==> src/rtl/joy_pkg.sv <==
// Shared sizes for the serial joystick front end
// Two 12-button controllers, all buttons active low
// Frame timing assumes a 26-slot chain with data in slots 2 to 25

`default_nettype none

package joy_pkg;

  //////////////////////////////////////////////////
  // Joystick word
  //////////////////////////////////////////////////

  // Bits in one joystick word
  localparam int joy_width = 12;

  // Word with every button released
  localparam logic [joy_width-1:0] joy_idle = '1;

  // Direction and fire bits handed to the game core
  localparam int dir_width = 6;

  //////////////////////////////////////////////////
  // Scan frame
  //////////////////////////////////////////////////

  localparam int frame_len  = 26;  // Slots 0 to 25
  localparam int first_slot = 2;   // Slots 0 and 1 carry no data

endpackage

`default_nettype wire
==> src/rtl/joy_input_top.sv <==
// Joystick front end: scanner, two-frame debounce and game-core mapping
// Everything runs on ena_x, which also serves as the chain shift clock
// pll_lckd low resets the whole path to the idle mapping
// A new frame reaches the outputs every 26 cycles, there is no back-pressure

`timescale 1ns/10ps
`default_nettype none

module joy_input_top (
  input  logic                         ena_x,
  input  logic                         pll_lckd,
  input  logic                         joy_data,
  input  logic [1:0]                   btn,
  output logic                         joy_load,
  output logic [joy_pkg::dir_width-1:0] joystick_a,
  output logic [joy_pkg::dir_width-1:0] joystick_b,
  output logic [1:0]                   player,
  output logic [1:0]                   coin,
  output logic                         reset_hw,
  output logic                         reboot,
  output logic                         inputs_updated
);

  import joy_pkg::*;

  logic [joy_width-1:0] raw_joy1;
  logic [joy_width-1:0] raw_joy2;
  logic                 frame_done;
  logic [joy_width-1:0] pub_joy1;
  logic [joy_width-1:0] pub_joy2;
  logic                 pub_strobe;

  joy_frame_scanner u_scanner (
    .ena_x      (ena_x),
    .pll_lckd   (pll_lckd),
    .joy_data   (joy_data),
    .joy_load   (joy_load),
    .raw_joy1   (raw_joy1),
    .raw_joy2   (raw_joy2),
    .frame_done (frame_done)
  );

  joy_frame_buffer u_buffer (
    .ena_x      (ena_x),
    .pll_lckd   (pll_lckd),
    .raw_joy1   (raw_joy1),
    .raw_joy2   (raw_joy2),
    .frame_done (frame_done),
    .pub_joy1   (pub_joy1),
    .pub_joy2   (pub_joy2),
    .pub_strobe (pub_strobe)
  );

  arcade_input_map u_map (
    .ena_x          (ena_x),
    .pll_lckd       (pll_lckd),
    .pub_joy1       (pub_joy1),
    .pub_joy2       (pub_joy2),
    .pub_strobe     (pub_strobe),
    .btn            (btn),
    .joystick_a     (joystick_a),
    .joystick_b     (joystick_b),
    .player         (player),
    .coin           (coin),
    .reset_hw       (reset_hw),
    .reboot         (reboot),
    .inputs_updated (inputs_updated)
  );

endmodule

`default_nettype wire

==> src/rtl/arcade_input_map.sv <==
// Maps the published joystick words and board buttons to game-core controls
// btn is asynchronous and active low, it passes a two-flop synchronizer
// All outputs are registered, inputs_updated marks the first cycle of a new publish
// Reboot fires once per falling edge of joystick 2 bit 11

`timescale 1ns/10ps
`default_nettype none

module arcade_input_map (
  input  logic                         ena_x,
  input  logic                         pll_lckd,
  input  logic [joy_pkg::joy_width-1:0] pub_joy1,
  input  logic [joy_pkg::joy_width-1:0] pub_joy2,
  input  logic                         pub_strobe,
  input  logic [1:0]                   btn,
  output logic [joy_pkg::dir_width-1:0] joystick_a,
  output logic [joy_pkg::dir_width-1:0] joystick_b,
  output logic [1:0]                   player,
  output logic [1:0]                   coin,
  output logic                         reset_hw,
  output logic                         reboot,
  output logic                         inputs_updated
);

  import joy_pkg::*;

  logic [1:0] btn_meta;
  logic [1:0] btn_sync;
  logic       reboot_key_q;  // Joystick 2 bit 11 of the last publish

  //////////////////////////////////////////////////
  // Button synchronizer
  //////////////////////////////////////////////////

  always_ff @(posedge ena_x or negedge pll_lckd) begin
    if (!pll_lckd) begin
      btn_meta <= 2'b11;  // Released
      btn_sync <= 2'b11;
    end else begin
      btn_meta <= btn;
      btn_sync <= btn_meta;
    end
  end

  //////////////////////////////////////////////////
  // Output mapping
  //////////////////////////////////////////////////

  always_ff @(posedge ena_x or negedge pll_lckd) begin
    if (!pll_lckd) begin
      // Mapping of the idle words with buttons released
      joystick_a     <= joy_idle[dir_width-1:0];
      joystick_b     <= joy_idle[dir_width-1:0];
      player         <= 2'b11;
      coin           <= 2'b11;
      reset_hw       <= 1'b0;
      reboot         <= 1'b0;
      inputs_updated <= 1'b0;
      reboot_key_q   <= joy_idle[11];
    end else begin
      joystick_a     <= pub_joy1[dir_width-1:0];
      joystick_b     <= pub_joy2[dir_width-1:0];
      player         <= {pub_joy2[8], pub_joy1[8]};
      coin           <= {pub_joy2[9], pub_joy1[9] & btn_sync[0]};  // btn[0] masks coin 1
      reset_hw       <= !pub_joy1[11] || !btn_sync[1];
      inputs_updated <= pub_strobe;
      // Edge detect on the published word only
      reboot         <= pub_strobe && reboot_key_q && !pub_joy2[11];
      if (pub_strobe) begin
        reboot_key_q <= pub_joy2[11];
      end
    end
  end

  //////////////////////////////////////////////////
  // Checks
  //////////////////////////////////////////////////

  a_reboot_with_update : assert property (
    @(posedge ena_x) disable iff (!pll_lckd)
    reboot |-> inputs_updated
  ) else $error("reboot outside an inputs_updated cycle");

endmodule

`default_nettype wire

==> src/rtl/joy_frame_buffer.sv <==
// Two-frame agreement filter between scanner and mapper
// A frame is published only when it equals the frame before it
// pub_strobe marks every judged frame, changed or not
// Both kept frames start as all buttons released

`timescale 1ns/10ps
`default_nettype none

module joy_frame_buffer (
  input  logic                         ena_x,
  input  logic                         pll_lckd,
  input  logic [joy_pkg::joy_width-1:0] raw_joy1,
  input  logic [joy_pkg::joy_width-1:0] raw_joy2,
  input  logic                         frame_done,
  output logic [joy_pkg::joy_width-1:0] pub_joy1,
  output logic [joy_pkg::joy_width-1:0] pub_joy2,
  output logic                         pub_strobe
);

  import joy_pkg::*;

  logic [joy_width-1:0] prev_joy1;  // Last raw frame seen
  logic [joy_width-1:0] prev_joy2;
  logic                 frame_match;

  assign frame_match = (raw_joy1 == prev_joy1) && (raw_joy2 == prev_joy2);

  //////////////////////////////////////////////////
  // Debounce registers
  //////////////////////////////////////////////////

  always_ff @(posedge ena_x or negedge pll_lckd) begin
    if (!pll_lckd) begin
      prev_joy1  <= joy_idle;
      prev_joy2  <= joy_idle;
      pub_joy1   <= joy_idle;
      pub_joy2   <= joy_idle;
      pub_strobe <= 1'b0;
    end else begin
      pub_strobe <= frame_done;
      if (frame_done) begin
        prev_joy1 <= raw_joy1;
        prev_joy2 <= raw_joy2;
        // A single odd frame never reaches the published words
        if (frame_match) begin
          pub_joy1 <= raw_joy1;
          pub_joy2 <= raw_joy2;
        end
      end
    end
  end

  //////////////////////////////////////////////////
  // Checks
  //////////////////////////////////////////////////

  a_strobe_follows_done : assert property (
    @(posedge ena_x) disable iff (!pll_lckd)
    pub_strobe |-> $past(frame_done)
  ) else $error("pub_strobe without frame_done one cycle earlier");

endmodule

`default_nettype wire

==> src/rtl/joy_frame_scanner.sv <==
// Serial scanner for the parallel-in shift register chain
// The shift clock is ena_x itself, so joy_data must settle before each rising edge
// joy_load is low for the slot 0 cycle only, one strobe per 26-cycle frame
// Raw words hold their last sampled value and are stable while frame_done is high

`timescale 1ns/10ps
`default_nettype none

module joy_frame_scanner (
  input  logic                         ena_x,
  input  logic                         pll_lckd,
  input  logic                         joy_data,
  output logic                         joy_load,
  output logic [joy_pkg::joy_width-1:0] raw_joy1,
  output logic [joy_pkg::joy_width-1:0] raw_joy2,
  output logic                         frame_done
);

  import joy_pkg::*;

  localparam int slot_bits = $clog2(frame_len);
  localparam logic [slot_bits-1:0] last_slot = slot_bits'(frame_len - 1);

  logic [slot_bits-1:0] slot_cnt;

  //////////////////////////////////////////////////
  // Slot counter and load strobe
  //////////////////////////////////////////////////

  always_ff @(posedge ena_x or negedge pll_lckd) begin
    if (!pll_lckd) begin
      slot_cnt   <= '0;
      frame_done <= 1'b0;
    end else begin
      frame_done <= (slot_cnt == last_slot);  // High in the slot 0 cycle
      if (slot_cnt == last_slot) begin
        slot_cnt <= '0;
      end else begin
        slot_cnt <= slot_cnt + 1'b1;
      end
    end
  end

  // Chain latches its parallel inputs while load is low
  assign joy_load = (slot_cnt != '0);

  //////////////////////////////////////////////////
  // Serial bit scatter
  //////////////////////////////////////////////////

  // Index counts data slots only, negative before the first one
  always_ff @(posedge ena_x) begin
    case (int'(slot_cnt) - first_slot)
      // Controller 1, main byte
      0:  raw_joy1[8]  <= joy_data;
      1:  raw_joy1[6]  <= joy_data;
      2:  raw_joy1[5]  <= joy_data;
      3:  raw_joy1[4]  <= joy_data;
      4:  raw_joy1[3]  <= joy_data;
      5:  raw_joy1[2]  <= joy_data;
      6:  raw_joy1[1]  <= joy_data;
      7:  raw_joy1[0]  <= joy_data;
      // Controller 2, main byte
      8:  raw_joy2[8]  <= joy_data;
      9:  raw_joy2[6]  <= joy_data;
      10: raw_joy2[5]  <= joy_data;
      11: raw_joy2[4]  <= joy_data;
      12: raw_joy2[3]  <= joy_data;
      13: raw_joy2[2]  <= joy_data;
      14: raw_joy2[1]  <= joy_data;
      15: raw_joy2[0]  <= joy_data;
      // Extra buttons sit at the tail of the chain
      16: raw_joy2[10] <= joy_data;
      17: raw_joy2[11] <= joy_data;  // Reboot request
      18: raw_joy2[9]  <= joy_data;  // Coin 2
      19: raw_joy2[7]  <= joy_data;
      20: raw_joy1[10] <= joy_data;
      21: raw_joy1[11] <= joy_data;  // Hardware reset request
      22: raw_joy1[9]  <= joy_data;  // Coin 1
      23: raw_joy1[7]  <= joy_data;
      default: ;                     // Slots 0 and 1
    endcase
  end

  //////////////////////////////////////////////////
  // Checks
  //////////////////////////////////////////////////

  // One load strobe per frame, then frame_len-1 cycles of shifting
  a_load_period : assert property (
    @(posedge ena_x) disable iff (!pll_lckd)
    !joy_load |=> joy_load [*frame_len-1] ##1 !joy_load
  ) else $error("joy_load period is not %0d cycles", frame_len);

endmodule

`default_nettype wire

==> config.mk <==
export PLATFORM = sky130hd
export DESIGN_NAME = joy_input_top
export DESIGN_NICKNAME = d
export VERILOG_FILES = /design/src/rtl/joy_pkg.sv /design/src/rtl/joy_input_top.sv /design/src/rtl/arcade_input_map.sv /design/src/rtl/joy_frame_buffer.sv /design/src/rtl/joy_frame_scanner.sv
export SDC_FILE = /design/constraint.sdc
export NUM_CORES = 1
export LEC_CHECK = 0
export BUFFER_PORTS_ARGS = -buffer_cell sky130_fd_sc_hd__buf_2
export CORE_MARGIN = 1
export CORE_UTILIZATION = 41
export DETAILED_ROUTE_END_ITERATION = 16
export PLACE_DENSITY = 0.63
export SYNTH_ARGS = -nofsm -noshare
export SYNTH_HDL_FRONTEND = slang
export SYNTH_SLANG_ARGS = --single-unit
==> constraint.sdc <==
create_clock -name ena_x -period 4.86 [get_ports ena_x]
set_clock_uncertainty 0.15 [all_clocks]
set_input_delay 0 -clock ena_x [delete_from_list [all_inputs] [get_ports ena_x]]
set_output_delay 0 -clock ena_x [all_outputs]
set_load 0.005 [all_outputs]
# [Word level (Yosys, flattened, before mapping)]
# Index checks and enable logic that the tools add are counted.
[classes] n_addsub=2 bitwise=1 reduce_logical=10 eq_ne=26 mux=1
[op_table] cell="== test 32 x 4 -> 1 bit (second input constant)" n=8
[op_table] cell="== test 32 x 5 -> 1 bit (second input constant)" n=8
[op_table] cell="== test 32 x 3 -> 1 bit (second input constant)" n=4
[op_table] cell="== test 32 x 2 -> 1 bit (second input constant)" n=2
[op_table] cell="== test 32 x 1 -> 1 bit (second input constant)" n=1
[op_table] cell="zero test 32 bit" n=1
[op_table] cell="== test 12 bit" n=2
[op_table] cell="subtractor 5 x 2 -> 6 bit (second input constant)" n=1
[op_table] cell="adder 5 x 1 -> 5 bit (second input constant)" n=1
[op_table] cell="== test 5 bit (second input constant)" n=1
[op_table] cell="2-to-1 mux 5 bit" n=1
[op_table] cell="nonzero test 5 bit" n=1
[op_table] cell="logical AND 1 bit" n=3
[op_table] cell="zero test 1 bit" n=3
[op_table] cell="AND reduction 2 bit" n=1
[op_table] cell="bitwise AND 1 bit" n=1
[op_table] cell="logical OR 1 bit" n=1
[totals] inputBits=5 regBits=103 word_cells=81 output_inout_bits=20

# [Longest topological paths before layout]
[logic_depth] ltp_word=3 mapped_depth=6 ltp_nobuf=6

# [By module]
# From an unflattened synthesis, not the netlist that was laid out.
[hier_totals] cells_unflattened=261 hier_area_um2=4139.0
[by_module_without_submodules] module="joy_frame_buffer" cells_each=135 seq_area_each_um2=1286.2 n_inst=1 area_each_um2=2204.6
[by_module_without_submodules] module="joy_frame_scanner" cells_each=98 seq_area_each_um2=870.8 n_inst=1 area_each_um2=1272.5
[by_module_without_submodules] module="arcade_input_map" cells_each=28 seq_area_each_um2=626.9 n_inst=1 area_each_um2=661.9

# [Worst setup path after synthesis]
# No wires, ideal clock.
[synth_path] kind="reg2reg" startpoint="register u_buffer.prev_joy1[2]" endpoint="register u_buffer.pub_joy1[0] (netlist name)" path_stages_with_launch=7 slack_ns=2.839 required_ns=4.628 setup_time_ns=0.082 n_path_buf=1 t_arrival_ns=1.789 period_less_slack_ns=2.021 cell_sequence="dfstp_2 xnor2_1 nand4_1 nor4_2 nand4_4 buf_6 mux2_4"
[synth_via] elab_chain_cells=3
[synth_lines] item="start: declaration" line="joy_frame_buffer.sv:22" text="logic [joy_width-1:0] prev_joy1;"
[synth_lines] item="start signal: assignment" line="joy_frame_buffer.sv:34" text="prev_joy1 <= joy_idle;"
[synth_lines] item="start signal: assignment" line="joy_frame_buffer.sv:42" text="prev_joy1 <= raw_joy1;"
[synth_lines] item="== test 12 bit" line="joy_frame_buffer.sv:26" text="assign frame_match = (raw_joy1 == prev_joy1) && (raw_joy2 == prev_joy2);"
[synth_lines] item="logical AND 1 bit" line="joy_frame_buffer.sv:26"
[synth_lines] item="AND reduction 2 bit (no line)"
[synth_lines] item="end signal: assignment" line="joy_frame_buffer.sv:36" text="pub_joy1 <= joy_idle;"
[synth_lines] item="end signal: assignment" line="joy_frame_buffer.sv:46" text="pub_joy1 <= raw_joy1;"
[synth_lines] item="end: declaration" line="joy_frame_buffer.sv:15" text="output logic [joy_pkg::joy_width-1:0] pub_joy1,"
# Every way passes these cells.
# A chain may end at the register's enable or synchronous reset.

# [Worst setup path in the final report]
[layout_path] startpoint="register u_buffer.prev_joy2[0]" endpoint="register u_buffer.pub_joy2[4] (netlist name)"
[layout_via] elab_chain_cells=3
[layout_lines] item="start: declaration" line="joy_frame_buffer.sv:23" text="logic [joy_width-1:0] prev_joy2;"
[layout_lines] item="start signal: assignment" line="joy_frame_buffer.sv:35" text="prev_joy2 <= joy_idle;"
[layout_lines] item="start signal: assignment" line="joy_frame_buffer.sv:43" text="prev_joy2 <= raw_joy2;"
[layout_lines] item="== test 12 bit" line="joy_frame_buffer.sv:26"
[layout_lines] item="logical AND 1 bit" line="joy_frame_buffer.sv:26"
[layout_lines] item="AND reduction 2 bit (no line)"
[layout_lines] item="end signal: assignment" line="joy_frame_buffer.sv:37" text="pub_joy2 <= joy_idle;"
[layout_lines] item="end signal: assignment" line="joy_frame_buffer.sv:47" text="pub_joy2 <= raw_joy2;"
[layout_lines] item="end: declaration" line="joy_frame_buffer.sv:16" text="output logic [joy_pkg::joy_width-1:0] pub_joy2,"
# Every way passes these cells.

==> run summary <==
area fraction of the dominant cell type after synthesis -> 0.427
clk buf depth -> 2
Die Width -> 99.2 um
cts bufs inserted -> 9
Synth async-reset ratio -> 0.753
Core ar. -> 0.00920 mm^2
CP peak stage delay -> 0.54 ns
share of cells above drive strength 1 -> 0.524
total of warnings raised by yosys -> 0
Pwr Density -> 320 mW/mm^2
vias per cell -> 4.78
initial antenna violation count -> 0
CP Class -> reg2reg
area leader, netlist -> dfstp_2
Synth area leaders -> dfstp_2 43%, edfxtp_1 19%, mux2_2 9.6%
first-pass GRT wire length -> 9540 um
WL final -> 5670 um
CP Data Required Time -> 4.99 ns
vias in the first global route -> 1,845
cells along the critical path -> xnor2_1 > nand4_1 > nor4_2 > nand4_4 > mux2_4
CTS Root Buffer Type -> clkbuf_8
Fin. Hold Viols -> 0
Chip Height -> 99.2 um
Post-Syn Nets -> 260
most common cell after layout, fill and taps aside -> dfstp_2
run status -> completed
clk sinks -> 97
Mapped Cells -> 249
Post-Route Setup TNS -> 0 ns
count of inserted antenna diode cells -> 0
gr ovfl total -> 0
pin count of the biggest net entering global routing -> 74
htree depth -> 3
GR Util All Layers -> 0.129
Syn-to-layout area delta -> 12.9%
# IOs -> 25
utilization after layout -> 0.475
cts repair resizes -> 0
VDD IR max -> 0.149 mV
slew at the pin with the worst max-slew slack -> 0.887 ns
CP endpoint kind -> flip-flop
Tmin final -> 2.42 ns
Initial Util -> 0.421
Final setup viols -> 0
Lkg Pwr -> 1.80 nW
fillers -> 810
Fmax -> 0.413 GHz
Post-CTS Hold Buffers -> 4
sequential area share after synthesis -> 0.678
DRC errors left -> 0
Critical path buffers and inverters -> 0
total chip power -> 1.40 mW
Slew headroom -> 0.408
Reg clk slew, reported paths -> 0.09 ns
Post-CTS Repair Setup Buffers -> 0
initial drt markers -> 61
Startpoint Class -> flip-flop
clk_lat worst skew -> 0.35 ns
number of port buffers -> 24
Arr. time, crit path -> 2.55 ns
drt wl/cell -> 14.2 um
final period utilization -> 0.498
Via Count -> 1,909
critical path's top delay family -> simple AND/OR/NAND/NOR gates
number of synthesized flops with an enable pin -> 24
final antenna-violating net count -> 0
r2r setup slk -> 2.44 ns
MaxCap Viol Count -> 0
Cell Area, Synth -> 0.00387 mm^2
GPL Wtd Cong -> 0.797
commonest non-fill, non-tap cells in the layout -> 63 x dfstp_2, 33 x mux2_2, 24 x buf_2, 24 x edfxtp_1, 22 x nor2_1
HPWL after detailed placement -> 3650 um
flops & latches, synth -> 97
die area -> 0.00984 mm^2
slowest CP cell -> dfstp_2
average size of a mapped cell -> 15.6 um^2
fin. max-slew vios -> 0
Hold Path Class -> in2reg
CTS tree -> done
RSZ-0062 raised after global routing -> no
critical path fanouts, max -> 18
Final nets -> 294
first drt pass iteration count -> 4
ys flop type -> dfstp_2
FP Rows -> 35
synth unique cells -> 31
## cell usage after synthesis (all sizes together), types with 4 or more instances
cell and number:
and2 5, nor2 22, buf 4, edfxtp 24, xnor2 16, and3 4
dfrtp 10, nand2 11, ha 6, mux2 43, dfstp 63, xor2 13
nand4 4
## where the power goes
part	leakage, nW	switching [mW]	internal (mW)	total [mW]
clock	0.113	0.274	0.264	0.538
sequential	0.988	0.000849	0.841	0.842
combinational	0.696	0.0149	0.00452	0.0194
## metrics by stage
stage	hold slack, ns	instances	setup slack, ns	instance area (um^2)
global route	0.100	399	2.23	4370
CTS	0.115	399	2.35	4370
global placement	-0.0444	379	2.37	4110
detailed placement	-0.0408	379	2.39	4110
floorplan	-0.446	249	2.84	3870
finish	0.131	399	2.44	4370
## metal layers
| metal | vias up | GRT usage | part of all wire |
|---|---|---|---|
| li1 | 918 | - | - |
| met1 | 953 | 0.185 | 0.49 |
| met2 | 34 | 0.185 | 0.46 |
| met3 | 4 | 0.0401 | 0.037 |
| met4 | 0 | 0.0475 | 0.0099 |
| met5 | - | 0 | 0 |
## layout make-up
class                      count  area (um^2)  area share
clock buffer                  12          188      0.0429
timing repair buffer          30          175      0.0401
tap                          111          139      0.0318
clock inverter                 4         31.3     0.00716
sequential                    97         2630       0.601
inverter                       3         11.3     0.00258
multi-input combinational    142         1200       0.275
## flip-flops by register name, indices dropped and copies added, names as in the netlist, 6 cells and up
signal and count:
u_map.joystick_b 6, u_scanner.raw_joy1 12, u_buffer.pub_joy1 9, u_buffer.pub_joy2 9
u_scanner.raw_joy2 12, u_map.joystick_a 6, u_buffer.prev_joy1 12, u_buffer.prev_joy2 12
## cells by family (layout without fill, tap and decap cells)
logic type               count (synthesis)  count (layout)  share of synthesized area
adder cells (fa/ha/maj)                  6               6                     0.0194
AO/OA/AOI/OAI                            5               5                    0.00872
multiplexers                            44              44                      0.137
AND/OR/NAND/NOR                         58              58                     0.0788
buffers and inverters                   10              49                     0.0120
flip-flops                              97              97                      0.678
XOR/XNOR                                29              29                     0.0656
## final timing paths
check,start,endpoint,cells after the start
min reg2reg,u_map.btn_meta[1]$_DFF_PN1_,u_map.btn_sync[1]$_DFF_PN1_,0
min,btn[0],u_map.btn_meta[0]$_DFF_PN1_,2
max,u_buffer.prev_joy2[0]$_DFFE_PN1P_,u_buffer.pub_joy2[4]$_DFFE_PN1P_,5
max reg2reg,u_buffer.prev_joy2[0]$_DFFE_PN1P_,u_buffer.pub_joy2[4]$_DFFE_PN1P_,5
max in group asynchronous,pll_lckd,u_scanner.slot_cnt[3]$_DFF_PN0_,3
min in group asynchronous,pll_lckd,u_map.reset_hw$_DFF_PN0_,3
## worst register-to-register path: cells and delay by family (launching register included)
kind             cells  cell delay, ns
XOR/XNOR             1            0.13
flip-flops           1            0.54
multiplexers         1            0.44
AND/OR/NAND/NOR      3            1.09
Power figures use the tool's default switching activity.
